--- src/rv_isa_pkg.sv ---
package rv_isa_pkg;

    localparam int XLEN     = 64;
    localparam int ILEN     = 32;
    localparam int REG_AW   = 5;
    localparam int NUM_REGS = 2 ** REG_AW;

    typedef logic [XLEN-1:0]   xlen_t;
    typedef logic [ILEN-1:0]   inst_t;
    typedef logic [REG_AW-1:0] reg_addr_t;
    typedef logic [XLEN-1:0]   pc_t;

    localparam pc_t PC_RESET = 64'h0000_0000_8000_0000;

    localparam logic [6:0] OPC_OP_IMM    = 7'b0010011;
    localparam logic [6:0] OPC_OP        = 7'b0110011;
    localparam logic [6:0] OPC_OP_IMM_32 = 7'b0011011;
    localparam logic [6:0] OPC_OP_32     = 7'b0111011;
    localparam logic [6:0] OPC_LUI       = 7'b0110111;
    localparam logic [6:0] OPC_AUIPC     = 7'b0010111;
    localparam logic [6:0] OPC_SYSTEM    = 7'b1110011;

    localparam logic [6:0] F7_BASE = 7'b0000000;
    localparam logic [6:0] F7_ALT  = 7'b0100000;  // sub and sra

    localparam inst_t EBREAK_INST = 32'h0010_0073;

    typedef enum logic [3:0] {
        ALU_ADD,
        ALU_SUB,
        ALU_SLL,
        ALU_SLT,
        ALU_SLTU,
        ALU_XOR,
        ALU_SRL,
        ALU_SRA,
        ALU_OR,
        ALU_AND,
        ALU_PASS2   // lui
    } alu_op_e;

endpackage

--- src/rv_pipe_pkg.sv ---
package rv_pipe_pkg;
    import rv_isa_pkg::*;

    localparam int APB_AW   = 12;
    localparam int APB_DW   = 32;
    localparam int RETIRE_W = 16;

    typedef logic [APB_AW-1:0]   apb_addr_t;
    typedef logic [APB_DW-1:0]   apb_data_t;
    typedef logic [RETIRE_W-1:0] retire_cnt_t;

    localparam apb_addr_t ADDR_INSTR    = 12'h000;
    localparam apb_addr_t ADDR_STATUS   = 12'h004;
    localparam apb_addr_t ADDR_PC       = 12'h008;
    localparam apb_addr_t ADDR_REG_BASE = 12'h100;  // 8 bytes per register

    typedef struct packed {
        logic      psel;
        logic      penable;
        logic      pwrite;
        apb_addr_t paddr;
        apb_data_t pwdata;
    } apb_req_t;

    typedef struct packed {
        logic illegal;
        logic ebreak;
    } retire_t;

    typedef struct packed {
        pc_t       pc;
        alu_op_e   alu_op;
        xlen_t     src1;
        xlen_t     src2;
        reg_addr_t rd;
        logic      reg_wen;
        logic      word_op;   // sign-extend from bit 31
        logic      illegal;
        logic      ebreak;
        inst_t     inst;
    } id_ex_t;

    typedef struct packed {
        logic      valid;
        retire_t   status;
        reg_addr_t rd;
        logic      reg_wen;
        xlen_t     data;
    } wb_t;

    typedef enum logic [1:0] {
        IDLE,
        ACCESS,
        WAIT_DRAIN
    } ctrl_state_e;

endpackage

--- src/rv_pipe_ctrl.sv ---
`timescale 1ns/1ps

module rv_pipe_ctrl
    import rv_isa_pkg::*;
    import rv_pipe_pkg::*;
(
    input  logic      clk,
    input  logic      rst_n,
    input  apb_req_t  apb_req_i,
    output apb_data_t prdata_o,
    output logic      pready_o,
    output logic      pslverr_o,
    output logic      issue_valid_o,
    output inst_t     issue_inst_o,
    output pc_t       issue_pc_o,
    input  logic      ex_busy_i,
    input  wb_t       wb_i,
    output reg_addr_t host_raddr_o,
    input  xlen_t     host_rdata_i
);

    ctrl_state_e state_q;
    ctrl_state_e state_d;
    pc_t         pc_q;
    logic        halted_q;
    logic        halt_pend_q;   // ebreak issued, not yet retired
    logic        illegal_q;
    retire_cnt_t retired_q;
    logic        access;
    logic        is_instr;
    logic        is_status;
    logic        is_pc;
    logic        is_reg;
    logic        rd_ok;
    logic        xfer_err;
    logic        pipe_empty;
    logic        instr_accept;
    apb_data_t   rd_word;

    assign access    = apb_req_i.psel && apb_req_i.penable;
    assign is_instr  = (apb_req_i.paddr == ADDR_INSTR);
    assign is_status = (apb_req_i.paddr == ADDR_STATUS);
    assign is_pc     = (apb_req_i.paddr == ADDR_PC);
    assign is_reg    = (apb_req_i.paddr[11:8] == ADDR_REG_BASE[11:8])
                       && (apb_req_i.paddr[1:0] == 2'b00);
    assign rd_ok     = is_status || is_pc || is_reg;
    assign xfer_err  = apb_req_i.pwrite ? (!is_instr || halt_pend_q) : !rd_ok;

    assign pipe_empty   = !issue_valid_o && !ex_busy_i && !wb_i.valid;
    assign instr_accept = (state_q == ACCESS) && access && apb_req_i.pwrite
                          && is_instr && !halt_pend_q;

    assign host_raddr_o = apb_req_i.paddr[7:3];

    always_comb begin
        rd_word = '0;
        if (is_status) begin
            rd_word = {retired_q, 14'b0, illegal_q, halted_q};
        end else if (is_pc) begin
            rd_word = pc_q[31:0];
        end else if (is_reg) begin
            rd_word = apb_req_i.paddr[2] ? host_rdata_i[63:32] : host_rdata_i[31:0];
        end
    end

    always_comb begin
        state_d   = state_q;
        pready_o  = 1'b0;
        pslverr_o = 1'b0;
        case (state_q)
            IDLE: begin
                if (apb_req_i.psel && !apb_req_i.penable) begin
                    state_d = ACCESS;
                end
            end
            ACCESS: begin
                if (access) begin
                    if (!apb_req_i.pwrite && rd_ok && !pipe_empty) begin
                        state_d = WAIT_DRAIN;   // hold read until all retired
                    end else begin
                        pready_o  = 1'b1;
                        pslverr_o = xfer_err;
                        state_d   = IDLE;
                    end
                end
            end
            default: begin
                if (pipe_empty) begin
                    pready_o = 1'b1;
                    state_d  = IDLE;
                end
            end
        endcase
    end

    assign prdata_o = (pready_o && !apb_req_i.pwrite) ? rd_word : '0;

    always_ff @(posedge clk or negedge rst_n) begin
        if (!rst_n) begin
            state_q       <= IDLE;
            pc_q          <= PC_RESET;
            issue_valid_o <= 1'b0;
            issue_inst_o  <= '0;
            issue_pc_o    <= PC_RESET;
            halted_q      <= 1'b0;
            halt_pend_q   <= 1'b0;
            illegal_q     <= 1'b0;
            retired_q     <= '0;
        end else begin
            state_q       <= state_d;
            issue_valid_o <= instr_accept;
            if (instr_accept) begin
                issue_inst_o <= apb_req_i.pwdata;
                issue_pc_o   <= pc_q;
                pc_q         <= pc_q + 64'd4;
                if (apb_req_i.pwdata == EBREAK_INST) begin
                    halt_pend_q <= 1'b1;   // drop writes already in flight window
                end
            end
            if (wb_i.valid) begin
                retired_q <= retired_q + 1'b1;
                if (wb_i.status.illegal) begin
                    illegal_q <= 1'b1;
                end
                if (wb_i.status.ebreak) begin
                    halted_q <= 1'b1;
                end
            end
        end
    end

endmodule

--- config.mk ---
export PLATFORM = sky130hd
export DESIGN_NAME = rv_pipe_ctrl
export DESIGN_NICKNAME = d
export VERILOG_FILES = /design/src/rv_isa_pkg.sv /design/src/rv_pipe_pkg.sv /design/src/rv_pipe_ctrl.sv
export SDC_FILE = /design/constraint.sdc
export NUM_CORES = 1
export LEC_CHECK = 0
export BUFFER_PORTS_ARGS = -buffer_cell sky130_fd_sc_hd__buf_4
export CAP_MARGIN = 15
export CORE_UTILIZATION = 50
export CTS_CLUSTER_SIZE = 20
export DETAILED_ROUTE_END_ITERATION = 6
export PLACE_DENSITY = 0.83
export SLEW_MARGIN = 25
export SYNTH_ARGS = -nofsm -noshare
export SYNTH_HDL_FRONTEND = slang
export SYNTH_SLANG_ARGS = --single-unit
--- constraint.sdc ---
create_clock -name clk -period 2.9 [get_ports clk]
set_input_delay 0.435 -clock clk [delete_from_list [all_inputs] [get_ports clk]]
set_output_delay 0.435 -clock clk [all_outputs]
set_load 0.01 [all_outputs]
* After elaboration in Yosys (flattened, before gate mapping) *
Index checks and enable logic that the tools add are counted.

operators by class
  add/subtract/negate cells = 2
  equal/unequal tests = 7
  mux-type cells = 18
  reduce and logical (&&, ||, !) cells = 32

operators by type and width
  cell                   count
  $mux 32                5
  $add 64x3->64 const B  1
  $eq 32x21->1 const B   1
  $add 16x1->16 const B  1
  $eq 12x3->1 const B    1
  $eq 12x4->1 const B    1
  $logic_and 1x1->1      12
  $logic_not 12->1       1
  $logic_not 1->1        9
  $mux 2                 4
  $mux 1                 7
  $reduce_and 2->1       3
  $eq 4x1->1 const B     1
  $logic_not 2->1        2
  $ne 2x2->1 const B     2
  $pmux 2 s2             1
  $logic_or 1x1->1       3
  $reduce_and 3->1       1
  $reduce_bool 3->1      1
  $eq 2x1->1 const B     1
  $pmux 1 s2             1

word-level totals
  register bits after elaboration = 182
  bits of input ports = 187
  output and inout port bits = 136
  logic and storage cells = 68

* Longest topological paths before layout *
Gate-level depths: netlist of run 1.

  word-level depth = 10
  gate-level depth with buffers = 9
  depth with buffers taken out = 6

* Worst setup path before layout of run 1 *
OpenSTA, ideal clock, no wires.

  kind = input-to-output
  from = in apb_req_i[32] (netlist name)
  to = out prdata_o[30]
  data arrival time = 2.453 ns
  required time = 2.465 ns
  setup slack = 0.012 ns
  stages = 6
  path buffers = 1
  path through = or4_1 -> or2_2 -> nor4_2 -> buf_2 -> a22oi_1 -> nor3_1

on the way
  word-level cells in the longest chain between the ends = 10
  elaborated cells between the ends (all ways) = 16
  those cells by class = eq/ne (2); mux (7); reduce/logical (7)

RTL lines
  item                                                   RTL line                                source
  from (decl)                                            rv_pipe_ctrl.sv:9                       input apb_req_t apb_req_i,
  $eq 12x3->1, or another cell as far along              rv_pipe_ctrl.sv:42                      assign is_status = (apb_req_i.paddr == ADDR_STATUS);
  $logic_or 1x1->1 or $logic_and 1x1->1 (tied branches)  rv_pipe_ctrl.sv:46, rv_pipe_ctrl.sv:45
  $logic_or 1x1->1                                       rv_pipe_ctrl.sv:46                      assign rd_ok = is_status || is_pc || is_reg;
  $logic_and 1x1->1 (2 in series)                        rv_pipe_ctrl.sv:78                      if (!apb_req_i.pwrite && rd_ok && !pipe_empty) begin
  $mux 1                                                 rv_pipe_ctrl.sv:78
  $mux 1                                                 rv_pipe_ctrl.sv:77                      if (access) begin
  $pmux 1 s2                                             rv_pipe_ctrl.sv:70                      case (state_q)
  $logic_and 1x1->1                                      rv_pipe_ctrl.sv:96                      assign prdata_o = (pready_o && !apb_req_i.pwrite) ? rd_word : '0;
  $mux 32 *                                              rv_pipe_ctrl.sv:96
  to (decl)                                              rv_pipe_ctrl.sv:10                      output apb_data_t prdata_o,

Every way passes the cells marked *; elsewhere a longest branch is shown, timed or not.

* Final worst setup path of run 1 *
  from = in apb_req_i[32] (netlist name)
  to = out prdata_o[22]

Same word-level chain as after synthesis.

==> run_summary.xml, run 1 <==
<?xml version="1.0" encoding="UTF-8"?>
<metrics>
  <group name="run_status">
    <metric name="status" unit="">completed</metric>
  </group>
  <group name="clock_network">
    <metric name="cts-hold-fix-buffers" unit="">0</metric>
    <metric name="cts.clk_slew.worst_paths" unit="ps">60</metric>
    <metric name="cts-root-to-sink-buffers" unit="">2</metric>
    <metric name="clock_sinks" unit="">178</metric>
    <metric name="cts_max_level" unit="">4</metric>
    <metric name="cts_root_buffer" unit="">sky130_fd_sc_hd__clkbuf_16</metric>
    <metric name="clkLatencyLatePin" unit="ps">430</metric>
    <metric name="tritoncts" unit="">built</metric>
    <metric name="tritoncts.num_buffers" unit="">17</metric>
  </group>
  <group name="drt">
    <metric name="wl_per_instance" unit="microns">17.0</metric>
    <metric name="wire_length_after_detailed_routing" unit="microns">23800</metric>
    <metric name="wl_met3" unit="microns">1500</metric>
    <metric name="drt_first_pass_iters" unit="">6</metric>
    <metric name="highest_layer" unit="">met4</metric>
    <metric name="first_iter_violations" unit="">570</metric>
    <metric name="detail-route-antenna-nets" unit="">0</metric>
    <metric name="detail_route.drc_violations" unit="">0</metric>
    <metric name="detailroute.via_count" unit="">7645</metric>
    <metric name="met2_length" unit="microns">11500</metric>
    <metric name="met1Wirelength" unit="microns">9930</metric>
    <metric name="vias_per_cell" unit="">5.45</metric>
  </group>
  <group name="synth">
    <metric name="synth_adder_area_share" unit="%">0.290</metric>
    <metric name="synth.area.top_cells" unit="">sky130_fd_sc_hd__dfrtp_1 51%, sky130_fd_sc_hd__nand2_1 12%, sky130_fd_sc_hd__xor2_1 4.6%</metric>
    <metric name="post_synth_instance_area" unit="sq um">8640</metric>
    <metric name="seq_area_frac_synth" unit="%">51.6</metric>
    <metric name="synthesis.yosys.warnings" unit="">0</metric>
    <metric name="synth_simple_gate_area_share" unit="%">25.9</metric>
    <metric name="main_combinational_cell_family_by_area_after_synthesis" unit="">simple AND/OR/NAND/NOR gates</metric>
    <metric name="synth-edff-count" unit="">0</metric>
    <metric name="area_fraction_in_compound_gates_after_synthesis" unit="%">6.55</metric>
    <metric name="synth.top_cells.by_count" unit="">284 x sky130_fd_sc_hd__nand2_1, 176 x sky130_fd_sc_hd__dfrtp_1, 48 x sky130_fd_sc_hd__nor2_1</metric>
    <metric name="yosys_most_used_dff" unit="">sky130_fd_sc_hd__dfrtp_1</metric>
    <metric name="syn-mean-instance-area" unit="sq um">9.32</metric>
    <metric name="syn-instance-count" unit="">927</metric>
    <metric name="synth.distinct_cells" unit="">51</metric>
    <metric name="synth_area_leader_cell" unit="">sky130_fd_sc_hd__dfrtp_1</metric>
    <metric name="synth_xor_xnor_area_share" unit="%">7.90</metric>
    <metric name="async_reset_ff_share" unit="%">100</metric>
    <metric name="postSynthRegisterBits" unit="">178</metric>
    <metric name="yosys-mux-area-fraction" unit="%">4.04</metric>
    <metric name="synth.most_common_cell" unit="">sky130_fd_sc_hd__nand2_1</metric>
    <metric name="yosys.area.top_type_share" unit="%">51.0</metric>
  </group>
  <group name="placement">
    <metric name="total_of_buffers_placed_on_input_and_output_ports" unit="">250</metric>
    <metric name="pre_cts_slack" unit="ps">116</metric>
    <metric name="last_weighted_congestion_value_of_the_routability_driven_placer" unit="">0.887</metric>
    <metric name="post_dp_cell_area" unit="sq um">10800</metric>
    <metric name="place.detailed.instances" unit="">1368</metric>
    <metric name="detailed_place_hpwl" unit="microns">17200</metric>
  </group>
  <group name="sta">
    <metric name="final_min_period_over_clock_period" unit="%">99.3</metric>
    <metric name="max_freq" unit="MHz">347</metric>
    <metric name="slew_viol_final" unit="">0</metric>
    <metric name="timing.final.hold_violations" unit="">0</metric>
    <metric name="tightest_slew" unit="ps">716</metric>
    <metric name="worst_slack" unit="ps">21.3</metric>
    <metric name="worst_slew_margin" unit="%">51.9</metric>
    <metric name="min_period" unit="ps">2880</metric>
    <metric name="timing.clock.skew" unit="ps">6.84</metric>
    <metric name="setup_viol_count_final" unit="">0</metric>
  </group>
  <group name="power">
    <metric name="finalPower" unit="mW">5.50</metric>
    <metric name="power_leakage" unit="nW">5.96</metric>
    <metric name="irDropWorstVdd" unit="mV">0.408</metric>
    <metric name="pwr_density_cell" unit="nW/um^2">479</metric>
  </group>
  <group name="finish">
    <metric name="fillerInstances" unit="">1286</metric>
    <metric name="layout.area.seq" unit="sq um">4460</metric>
    <metric name="layout-drive-gt1-share" unit="%">31.0</metric>
    <metric name="finalNonFillerCells" unit="">1402</metric>
    <metric name="fin_nets" unit="">1358</metric>
    <metric name="antenna_cells" unit="">0</metric>
    <metric name="stdcell_area" unit="sq um">11500</metric>
    <metric name="syn2layout_area_growth" unit="%">33.1</metric>
    <metric name="postLayoutCoreUtil" unit="%">68.8</metric>
    <metric name="multi_input_comb_area" unit="sq um">3900</metric>
  </group>
  <group name="grt">
    <metric name="grt_start_max_net_pins" unit="">76</metric>
    <metric name="grt_overflow_total" unit="">0</metric>
    <metric name="grt_use_total" unit="%">27.1</metric>
    <metric name="via_count_of_the_first_global_routing_pass" unit="">7410</metric>
    <metric name="grt_antenna_before_repair" unit="">0</metric>
    <metric name="grt_pass1_wl" unit="microns">37700</metric>
  </group>
  <group name="worst_setup_path">
    <metric name="worst_setup_path_end_kind" unit="">output pin</metric>
    <metric name="crit_path_top_delay_cell" unit="">sky130_fd_sc_hd__or4_4</metric>
    <metric name="timing.reg2reg.setup_slack" unit="ps">430</metric>
    <metric name="ff2ff_path_depth" unit="">5</metric>
    <metric name="cp_data_arrival_time" unit="ps">2440</metric>
    <metric name="worst_r2r_endpoint" unit="">pc_q[57]$_DFFE_PN0P_</metric>
    <metric name="cpPeakStageDelay" unit="ps">530</metric>
    <metric name="path_common_cell" unit="">sky130_fd_sc_hd__buf_4</metric>
    <metric name="worstSetupStartpointType" unit="">primary input</metric>
    <metric name="worstReg2RegStart" unit="">halt_pend_q$_DFFE_PN0P_</metric>
    <metric name="path_class" unit="">in2out</metric>
    <metric name="cp_data_required_time" unit="ps">2470</metric>
    <metric name="path_cells" unit="">buf_4, or4_4, or2_4, nor4_4, buf_6, a22oi_2, nor3_1, buf_4</metric>
    <metric name="critical_path_peak_fanout" unit="">8</metric>
  </group>
  <group name="floorplan">
    <metric name="floorplan.die.width" unit="microns">133</metric>
    <metric name="core" unit="sq um">16700</metric>
    <metric name="io_pins" unit="">323</metric>
    <metric name="die-area" unit="sq um">17800</metric>
    <metric name="initial_core_util" unit="%">51.7</metric>
    <metric name="rows" unit="">47</metric>
    <metric name="die_h" unit="microns">133</metric>
  </group>
  <group name="flow_run">
    <metric name="cap_violations" unit="">0</metric>
  </group>
  <group name="hold_path">
    <metric name="hp-class" unit="">in2async</metric>
  </group>
</metrics>
==> cell families after synthesis <==
| family | after synthesis |
|---|---|
| mux | 31 |
| simple gates | 489 |
| fa+ha+maj | 2 |
| other cells | 1 |
| xor+xnor | 77 |
| compound gates | 77 |
| flops | 178 |
| buf+inv | 72 |
==> layer usage <==
layer / global-route usage, % / vias up
met3: 6.01 / 62
met4: 11.6 / 0
li1: - / 3624
met2: 44.3 / 285
met5: 0 / -
met1: 34.6 / 3674
==> area by class of cell <==
class	instances	area share [%]
clock buffer	21	4.18
clock inverter	11	1.51
inverter	18	0.588
multi-input combinational	678	34.0
sequential	178	38.8
tap	220	2.40
timing repair buffer	276	18.6
==> cells in the final DEF, fill, tap and decap left out, types with 18 or more instances in the layout <==
cell and n:
sky130_fd_sc_hd__nor2_1 48, sky130_fd_sc_hd__a22o_1 18, sky130_fd_sc_hd__nand4_1 25, sky130_fd_sc_hd__a22oi_1 31, sky130_fd_sc_hd__xnor2_1 31, sky130_fd_sc_hd__nor3_1 46
sky130_fd_sc_hd__nand3_1 23, sky130_fd_sc_hd__buf_4 269, sky130_fd_sc_hd__mux2_2 31, sky130_fd_sc_hd__nand2_1 284, sky130_fd_sc_hd__dfrtp_1 176, sky130_fd_sc_hd__xor2_1 45
sky130_fd_sc_hd__nor4_1 21
==> critical path, delay by kind of cell <==
| family | cells | cell delay (ps) |
|---|---|---|
| AND/OR/NAND/NOR | 4 | 1450 |
| AO/OA/AOI/OAI | 1 | 80 |
| buffers and inverters | 3 | 480 |
==> worst max path at each step <==
| stage | cells after the start | slack (ps) | from | to |
|---|---|---|---|---|
| global placement | 8 | 160 | apb_req_i[32] | prdata_o[30] |
| global route | 8 | -20 | apb_req_i[32] | prdata_o[22] |
| detailed placement | 8 | 120 | apb_req_i[32] | prdata_o[31] |
| finish | 8 | 20 | apb_req_i[32] | prdata_o[22] |
| CTS | 8 | 80 | apb_req_i[32] | prdata_o[30] |
| floorplan | 6 | 10 | apb_req_i[32] | prdata_o[30] |
==> registers in the layout, indices dropped and copies added (netlist names) <==
register,cells
halt_pend_q,1
issue_inst_o,32
state_q,2
halted_q,1
issue_pc_o,62
pc_q,62
retired_q,16
illegal_q,1
issue_valid_o,1
==> power by group <==
part / internal [mW] / leakage [nW] / switching [mW]
clock network: 1.54 / 0.312 / 0.960
registers: 2.53 / 2.39 / 0.0653
logic: 0.220 / 3.26 / 0.188
==> through the flow <==
stage | hold slack (ps) | setup TNS (ps)
2_1_floorplan | 139 | 0
4_1_cts | 49.8 | 0
3_3_place_gp | 448 | 0
5_1_grt | 67.9 | -23.3
3_5_place_dp | 451 | 0
6_report | 21.4 | 0
==> what timing repair did <==
item / 4_1_cts / 5_1_grt
setup endpoints to repair: 0 / 5
gates resized for setup: 0 / 11
setup buffers: 0 / 1
Power figures use the tool's default switching activity.
==> inputs of run 2 (changes only) <==
--- a/config.mk
+++ b/config.mk
@@ -13,2 +13,3 @@
 export PLACE_DENSITY = 0.83
+export RECOVER_POWER = 25
 export SLEW_MARGIN = 25
==> constraint.sdc (replaced) <==
create_clock -name clk -period 2.9 [get_ports clk]
set_input_delay 0.145 -clock clk [delete_from_list [all_inputs] [get_ports clk]]
set_output_delay 0.145 -clock clk [all_outputs]
set_load 0.01 [all_outputs]
==> run_summary.xml, run 2 (synthesized netlist as in run 1, its figures left out) <==
<?xml version="1.0" encoding="UTF-8"?>
<metrics>
  <group name="run_status">
    <metric name="status" unit="">complete, but fails checks</metric>
    <metric name="failed_checks" unit="">max-capacitance violations, max-slew violations</metric>
  </group>
  <group name="worst_setup_path">
    <metric name="cp_data_arrival_time" unit="ps">2820</metric>
    <metric name="worst_r2r_endpoint" unit="">pc_q[57]$_DFFE_PN0P_</metric>
    <metric name="cpPeakStageDelay" unit="ps">520</metric>
    <metric name="cp_data_required_time" unit="ps">3260</metric>
    <metric name="timing.reg2reg.setup_slack" unit="ps">440</metric>
    <metric name="worstSetupStartpointType" unit="">register</metric>
    <metric name="critical_path_buf_inv_count" unit="">0</metric>
    <metric name="worstReg2RegStart" unit="">halt_pend_q$_DFFE_PN0P_</metric>
    <metric name="path_cells" unit="">or3b_2, nor4_1, nand4_4, nor4_1, xor2_1</metric>
    <metric name="crit_path_top_delay_cell" unit="">sky130_fd_sc_hd__or3b_2</metric>
    <metric name="path_common_cell" unit="">sky130_fd_sc_hd__nor4_1</metric>
    <metric name="worst_setup_path_end_kind" unit="">register</metric>
    <metric name="critical_path.top_delay_family" unit="">simple AND/OR/NAND/NOR gates</metric>
    <metric name="path_class" unit="">reg2reg</metric>
    <metric name="critical_path_peak_fanout" unit="">18</metric>
    <metric name="ff2ff_path_depth" unit="">5</metric>
  </group>
  <group name="sta">
    <metric name="setup-tns-final" unit="ps">0</metric>
    <metric name="setup_viol_count_final" unit="">0</metric>
    <metric name="final_min_period_over_clock_period" unit="%">84.8</metric>
    <metric name="min_period" unit="ps">2460</metric>
    <metric name="worst_slew_margin" unit="%">-26.9</metric>
    <metric name="max_freq" unit="MHz">407</metric>
    <metric name="timing.final.hold_violations" unit="">0</metric>
    <metric name="timing.clock.skew" unit="ps">13.7</metric>
    <metric name="rsz0062_at_grt" unit="">false</metric>
    <metric name="tightest_slew" unit="ps">1900</metric>
    <metric name="slew_viol_final" unit="">74</metric>
  </group>
  <group name="placement">
    <metric name="detailed_place_hpwl" unit="microns">17000</metric>
    <metric name="last_weighted_congestion_value_of_the_routability_driven_placer" unit="">0.894</metric>
    <metric name="total_of_buffers_placed_on_input_and_output_ports" unit="">250</metric>
  </group>
  <group name="clock_network">
    <metric name="cts_root_buffer" unit="">sky130_fd_sc_hd__clkbuf_16</metric>
    <metric name="tritoncts.num_buffers" unit="">17</metric>
    <metric name="cts-root-to-sink-buffers" unit="">2</metric>
    <metric name="clock_sinks" unit="">178</metric>
    <metric name="cts_max_level" unit="">4</metric>
    <metric name="tritoncts" unit="">built</metric>
    <metric name="clkLatencyLatePin" unit="ps">440</metric>
    <metric name="cts.clk_slew.worst_paths" unit="ps">70</metric>
    <metric name="cts_repair_resize_count" unit="">0</metric>
  </group>
  <group name="hold_path">
    <metric name="hold_path.startpoint" unit="">ex_busy_i</metric>
    <metric name="hp-class" unit="">in2reg</metric>
    <metric name="min_to" unit="">state_q[1]$_DFFE_PN0P_</metric>
    <metric name="timing.hold.worst_path_depth" unit="">3</metric>
  </group>
  <group name="drt">
    <metric name="wl_per_instance" unit="microns">17.5</metric>
    <metric name="drt_first_pass_iters" unit="">5</metric>
    <metric name="wire_length_after_detailed_routing" unit="microns">25000</metric>
    <metric name="highest_layer" unit="">met4</metric>
    <metric name="detail-route-antenna-nets" unit="">0</metric>
    <metric name="vias_per_cell" unit="">5.56</metric>
    <metric name="met1Wirelength" unit="microns">10200</metric>
    <metric name="detailroute.via_count" unit="">7959</metric>
    <metric name="met2_length" unit="microns">12200</metric>
    <metric name="wl_met3" unit="microns">1640</metric>
    <metric name="detail_route.drc_violations" unit="">0</metric>
    <metric name="first_iter_violations" unit="">824</metric>
  </group>
  <group name="grt">
    <metric name="via_count_of_the_first_global_routing_pass" unit="">7762</metric>
    <metric name="grt_pass1_wl" unit="microns">39700</metric>
    <metric name="grt_start_max_net_pins" unit="">115</metric>
    <metric name="grt_use_total" unit="%">28.6</metric>
    <metric name="grt_antenna_before_repair" unit="">0</metric>
    <metric name="grt_overflow_total" unit="">0</metric>
  </group>
  <group name="finish">
    <metric name="antenna_cells" unit="">0</metric>
    <metric name="layout-drive-gt1-share" unit="%">25.5</metric>
    <metric name="fillerInstances" unit="">1265</metric>
    <metric name="fin_nets" unit="">1388</metric>
    <metric name="syn2layout_area_growth" unit="%">34.0</metric>
    <metric name="postLayoutCoreUtil" unit="%">69.3</metric>
    <metric name="layout.cells.most_common_list" unit="">284 x sky130_fd_sc_hd__nand2_1, 216 x sky130_fd_sc_hd__buf_4, 176 x sky130_fd_sc_hd__dfrtp_1, 48 x sky130_fd_sc_hd__nor2_1, 48 x sky130_fd_sc_hd__clkbuf_1</metric>
    <metric name="multi_input_comb_area" unit="sq um">3880</metric>
    <metric name="leading_cell_type_in_the_layout_fill_and_taps_excluded" unit="">sky130_fd_sc_hd__nand2_1</metric>
    <metric name="reg_top3" unit="">issue_pc_o (62), pc_q (62), issue_inst_o (32)</metric>
    <metric name="layout.area.seq" unit="sq um">4460</metric>
  </group>
  <group name="floorplan">
    <metric name="rows" unit="">47</metric>
    <metric name="core" unit="sq um">16700</metric>
    <metric name="io_pins" unit="">323</metric>
    <metric name="floorplan.die.width" unit="microns">133</metric>
    <metric name="die-area" unit="sq um">17800</metric>
    <metric name="initial_core_util" unit="%">51.7</metric>
    <metric name="die_h" unit="microns">133</metric>
  </group>
  <group name="power">
    <metric name="irDropWorstVdd" unit="mV">0.414</metric>
    <metric name="pwr_density_cell" unit="nW/um^2">478</metric>
    <metric name="power_leakage" unit="nW">5.86</metric>
  </group>
  <group name="flow_run">
    <metric name="cap_violations" unit="">1</metric>
  </group>
</metrics>
## run 2: changes by cell type in the layout (fill, tap and decap cells not counted), sizes merged
cell | before | now
buf | 276 | 219
clkbuf | 21 | 67
inv | 19 | 22
clkinv | 3 | 4
clkinvlp | 3 | 2
dlygate4sd3 | 0 | 38
## run 2: power breakdown
group	internal (mW)	total [mW]	switching [mW]	leakage (nW)
Sequential	2.53	2.60	0.0671	2.39
Clock	1.48	2.49	1.01	0.309
Combinational	0.243	0.438	0.195	3.16
Total	4.25	5.53	1.28	5.86
## run 2: worst register-to-register path, cell delays in order, from the launching register on
cell and delay (ps):
sky130_fd_sc_hd__dfrtp_1 390, sky130_fd_sc_hd__or3b_2 520, sky130_fd_sc_hd__nor4_1 520, sky130_fd_sc_hd__nand4_4 360, sky130_fd_sc_hd__nor4_1 420, sky130_fd_sc_hd__xor2_1 180
## run 2: area by class of cell
cell class              instances  share of cell area, %
flip-flops and latches        178                   38.5
repair buffers                306                   19.4
well taps                     220                   2.38
multi-input cells             678                   33.6
clock inverters                14                   1.73
inverters                      18                  0.584
clock buffers                  18                   3.80
## run 2: worst max-delay path by stage
stage	startpoint	to	cells past startpoint
6_report	halt_pend_q$_DFFE_PN0P_	pc_q[57]$_DFFE_PN0P_	5
5_1_grt	halt_pend_q$_DFFE_PN0P_	pc_q[57]$_DFFE_PN0P_	5
4_1_cts	apb_req_i[37]	prdata_o[3]	7
3_5_place_dp	apb_req_i[37]	prdata_o[3]	7
3_3_place_gp	apb_req_i[37]	prdata_o[15]	7
2_1_floorplan	apb_req_i[32]	prdata_o[30]	6
## run 2: per-stage QoR
| step | setup WS, ps | cells | instance area (sq um) | hold WS, ps | total power, mW |
|---|---|---|---|---|---|
| 2_1_floorplan | 592 | 928 | 8640 | -151 | 2.80 |
| 3_3_place_gp | 434 | 1362 | 10700 | 211 | 3.02 |
| 3_5_place_dp | 377 | 1362 | 10700 | 212 | 3.03 |
| 4_1_cts | 376 | 1432 | 11800 | 22.8 | 5.53 |
| 5_1_grt | 312 | 1432 | 11600 | 37.3 | 5.68 |
| 6_report | 441 | 1432 | 11600 | 32.4 | 5.53 |
## run 2: what timing repair did
action / 4_1_cts / 5_1_grt
hold buffers: 38 / 0
endpoints found under the setup margin: 0 / 0
hold endpoints to repair: 106 / 0
buffers inserted: 0 / 0
## run 2: per-layer routing
metal	vias up	GRT usage [%]
li1	3673	-
met1	3830	35.7
met2	373	47.3
met3	83	5.67
met4	0	15.2
met5	-	0
==> inputs of run 3 (changes only) <==
Clock period 2.9 ns to 2.5 ns, I/O delays scaled along.
==> run_summary.xml, run 3 (synthesized netlist as in run 1, its figures left out) <==
<?xml version="1.0" encoding="UTF-8"?>
<metrics>
  <group name="power">
    <metric name="pwr_density_cell" unit="nW/um^2">532</metric>
    <metric name="power_leakage" unit="nW">6.09</metric>
    <metric name="irDropWorstVdd" unit="mV">0.470</metric>
  </group>
  <group name="floorplan">
    <metric name="floorplan.die.width" unit="microns">133</metric>
    <metric name="rows" unit="">47</metric>
    <metric name="io_pins" unit="">323</metric>
    <metric name="core" unit="sq um">16700</metric>
    <metric name="die-area" unit="sq um">17800</metric>
    <metric name="initial_core_util" unit="%">51.7</metric>
    <metric name="die_h" unit="microns">133</metric>
  </group>
  <group name="finish">
    <metric name="antenna_cells" unit="">0</metric>
    <metric name="syn2layout_area_growth" unit="%">36.9</metric>
    <metric name="fillerInstances" unit="">1205</metric>
    <metric name="fin_nets" unit="">1402</metric>
    <metric name="reg_top3" unit="">issue_pc_o (62), pc_q (62), issue_inst_o (32)</metric>
    <metric name="layout-drive-gt1-share" unit="%">29.4</metric>
    <metric name="layout.cells.most_common_list" unit="">284 x sky130_fd_sc_hd__nand2_1, 271 x sky130_fd_sc_hd__buf_4, 176 x sky130_fd_sc_hd__dfrtp_1, 48 x sky130_fd_sc_hd__nor2_1, 47 x sky130_fd_sc_hd__nor3_1</metric>
    <metric name="leading_cell_type_in_the_layout_fill_and_taps_excluded" unit="">sky130_fd_sc_hd__nand2_1</metric>
    <metric name="stdcell_area" unit="sq um">11800</metric>
  </group>
  <group name="worst_setup_path">
    <metric name="path_cells" unit="">or3b_2, nor4_1, buf_4, nand4_4, buf_4, nor3_1, xor2_1</metric>
    <metric name="path_common_cell" unit="">sky130_fd_sc_hd__buf_4</metric>
    <metric name="cpPeakStageDelay" unit="ps">530</metric>
    <metric name="critical_path.top_delay_family" unit="">simple AND/OR/NAND/NOR gates</metric>
    <metric name="crit_path_top_delay_cell" unit="">sky130_fd_sc_hd__or3b_2</metric>
    <metric name="critical_path_buf_inv_count" unit="">2</metric>
    <metric name="worstSetupStartpointType" unit="">register</metric>
    <metric name="cp_data_arrival_time" unit="ps">2740</metric>
    <metric name="critical_path_peak_fanout" unit="">10</metric>
    <metric name="path_class" unit="">reg2reg</metric>
    <metric name="worst_setup_path_end_kind" unit="">register</metric>
    <metric name="cp_data_required_time" unit="ps">2840</metric>
  </group>
  <group name="drt">
    <metric name="detail_route.drc_violations" unit="">0</metric>
    <metric name="first_iter_violations" unit="">673</metric>
    <metric name="wl_per_instance" unit="microns">17.2</metric>
    <metric name="vias_per_cell" unit="">5.45</metric>
    <metric name="drt_first_pass_iters" unit="">5</metric>
    <metric name="detail-route-antenna-nets" unit="">0</metric>
    <metric name="detailroute.via_count" unit="">7882</metric>
    <metric name="wire_length_after_detailed_routing" unit="microns">24900</metric>
  </group>
  <group name="hold_path">
    <metric name="hp-class" unit="">in2reg</metric>
  </group>
  <group name="grt">
    <metric name="grt_use_total" unit="%">28.8</metric>
    <metric name="via_count_of_the_first_global_routing_pass" unit="">7760</metric>
    <metric name="grt_antenna_before_repair" unit="">0</metric>
    <metric name="grt_pass1_wl" unit="microns">39800</metric>
    <metric name="grt_start_max_net_pins" unit="">74</metric>
    <metric name="grt_overflow_total" unit="">0</metric>
  </group>
  <group name="sta">
    <metric name="slew_viol_final" unit="">34</metric>
    <metric name="rsz0062_at_grt" unit="">false</metric>
    <metric name="tightest_slew" unit="ps">1730</metric>
    <metric name="timing.final.hold_violations" unit="">0</metric>
    <metric name="final_min_period_over_clock_period" unit="%">96.0</metric>
    <metric name="worst_slew_margin" unit="%">-15.1</metric>
    <metric name="min_period" unit="ps">2400</metric>
    <metric name="setup_viol_count_final" unit="">0</metric>
    <metric name="setup-tns-final" unit="ps">0</metric>
    <metric name="max_freq" unit="MHz">417</metric>
    <metric name="timing.clock.skew" unit="ps">9.38</metric>
  </group>
  <group name="clock_network">
    <metric name="tritoncts" unit="">built</metric>
    <metric name="post_cts.repair.setup_buffers" unit="">0</metric>
    <metric name="cts.clk_slew.worst_paths" unit="ps">60</metric>
    <metric name="cts_max_level" unit="">4</metric>
    <metric name="cts_root_buffer" unit="">sky130_fd_sc_hd__clkbuf_16</metric>
    <metric name="tritoncts.num_buffers" unit="">17</metric>
    <metric name="clkLatencyLatePin" unit="ps">430</metric>
    <metric name="cts-root-to-sink-buffers" unit="">2</metric>
    <metric name="clock_sinks" unit="">178</metric>
    <metric name="cts_repair_resize_count" unit="">0</metric>
  </group>
  <group name="placement">
    <metric name="total_of_buffers_placed_on_input_and_output_ports" unit="">250</metric>
    <metric name="detailed_place_hpwl" unit="microns">17400</metric>
    <metric name="post_dp_cell_area" unit="sq um">10800</metric>
    <metric name="last_weighted_congestion_value_of_the_routability_driven_placer" unit="">0.893</metric>
  </group>
  <group name="run_status">
    <metric name="failed_checks" unit="">max-capacitance violations, max-slew violations</metric>
    <metric name="status" unit="">complete, but fails checks</metric>
  </group>
  <group name="flow_run">
    <metric name="cap_violations" unit="">1</metric>
  </group>
</metrics>
## run 3: cell count changes in the layout (fill, tap and decap cells not counted), sizes merged
| cell | change |
|---|---|
| clkinvlp | +2 |
| buf | +56 |
| bufinv | -1 |
| clkbuf | -41 |
| inv | -1 |
| clkdlybuf4s25 | +1 |
| clkinv | -3 |
| dlygate4sd3 | +1 |
## run 3: layer usage
layer  vias to the layer above  GRT usage [%]  share of wire (%)
li1                       3697              -                  -
met1                      3779           35.9                 40
met2                       328           48.6                 49
met3                        78           5.10                6.4
met4                         0           13.6                3.9
met5                         -              0                  0
## run 3: repair_timing
item                                    in CTS  in global routing
hold buffers                                39                  0
endpoints found under the hold margin      113                  0
endpoints found under the setup margin       0                  0
## run 3: final timing paths
path / startpoint / end / slack, ps / depth (start not counted)
worst min register to register: issue_pc_o[31]$_DFFE_PN1P_ / issue_pc_o[31]$_DFFE_PN1P_ / 470 / 2
max in group asynchronous: rst_n / issue_pc_o[49]$_DFFE_PN0P_ / 380 / 3
worst max register to register: halt_pend_q$_DFFE_PN0P_ / pc_q[39]$_DFFE_PN0P_ / 100 / 7
worst min-delay path: apb_req_i[46] / state_q[1]$_DFFE_PN0P_ / 30 / 3
worst max-delay path: halt_pend_q$_DFFE_PN0P_ / pc_q[39]$_DFFE_PN0P_ / 100 / 7
min in group asynchronous: rst_n / illegal_q$_DFFE_PN0P_ / 870 / 2
## run 3: final cells by class
class                           count  area (sq um)  share of cell area [%]
Sequential cell                   178          4460                    37.7
Multi-Input combinational cell    678          3880                    32.8
Timing Repair Buffer              320          2530                    21.4
Clock buffer                       21           460                    3.90
Tap cell                          220           275                    2.33
Clock inverter                     11           151                    1.28
Inverter                           18          67.6                   0.572
## run 3: through the flow
stage          cells  hold slack, ps  worst slack (ps)  util [%]  power [mW]
6_report        1446            30.1               101      70.8        6.29
5_1_grt         1446            54.5              5.08      70.8        6.48
4_1_cts         1446            19.0               106      70.9        6.32
3_5_place_dp    1375            43.3              84.1      64.9        3.52
3_3_place_gp    1375            41.9               127      64.9        3.50
2_1_floorplan    928            -171               226         -        3.25
## run 3: power by group
group | internal, mW | switching [mW] | total, mW | leakage (nW)
registers | 2.94 | 0.0830 | 3.02 | 2.39
logic | 0.287 | 0.226 | 0.513 | 3.41
clock network | 1.63 | 1.12 | 2.76 | 0.287
total | 4.86 | 1.43 | 6.29 | 6.09
## run 3: tightest hold or removal path, cell delays in order
cell and delay (ps):
sky130_fd_sc_hd__buf_4 100, sky130_fd_sc_hd__a41oi_1 100, sky130_fd_sc_hd__nor2_1 80
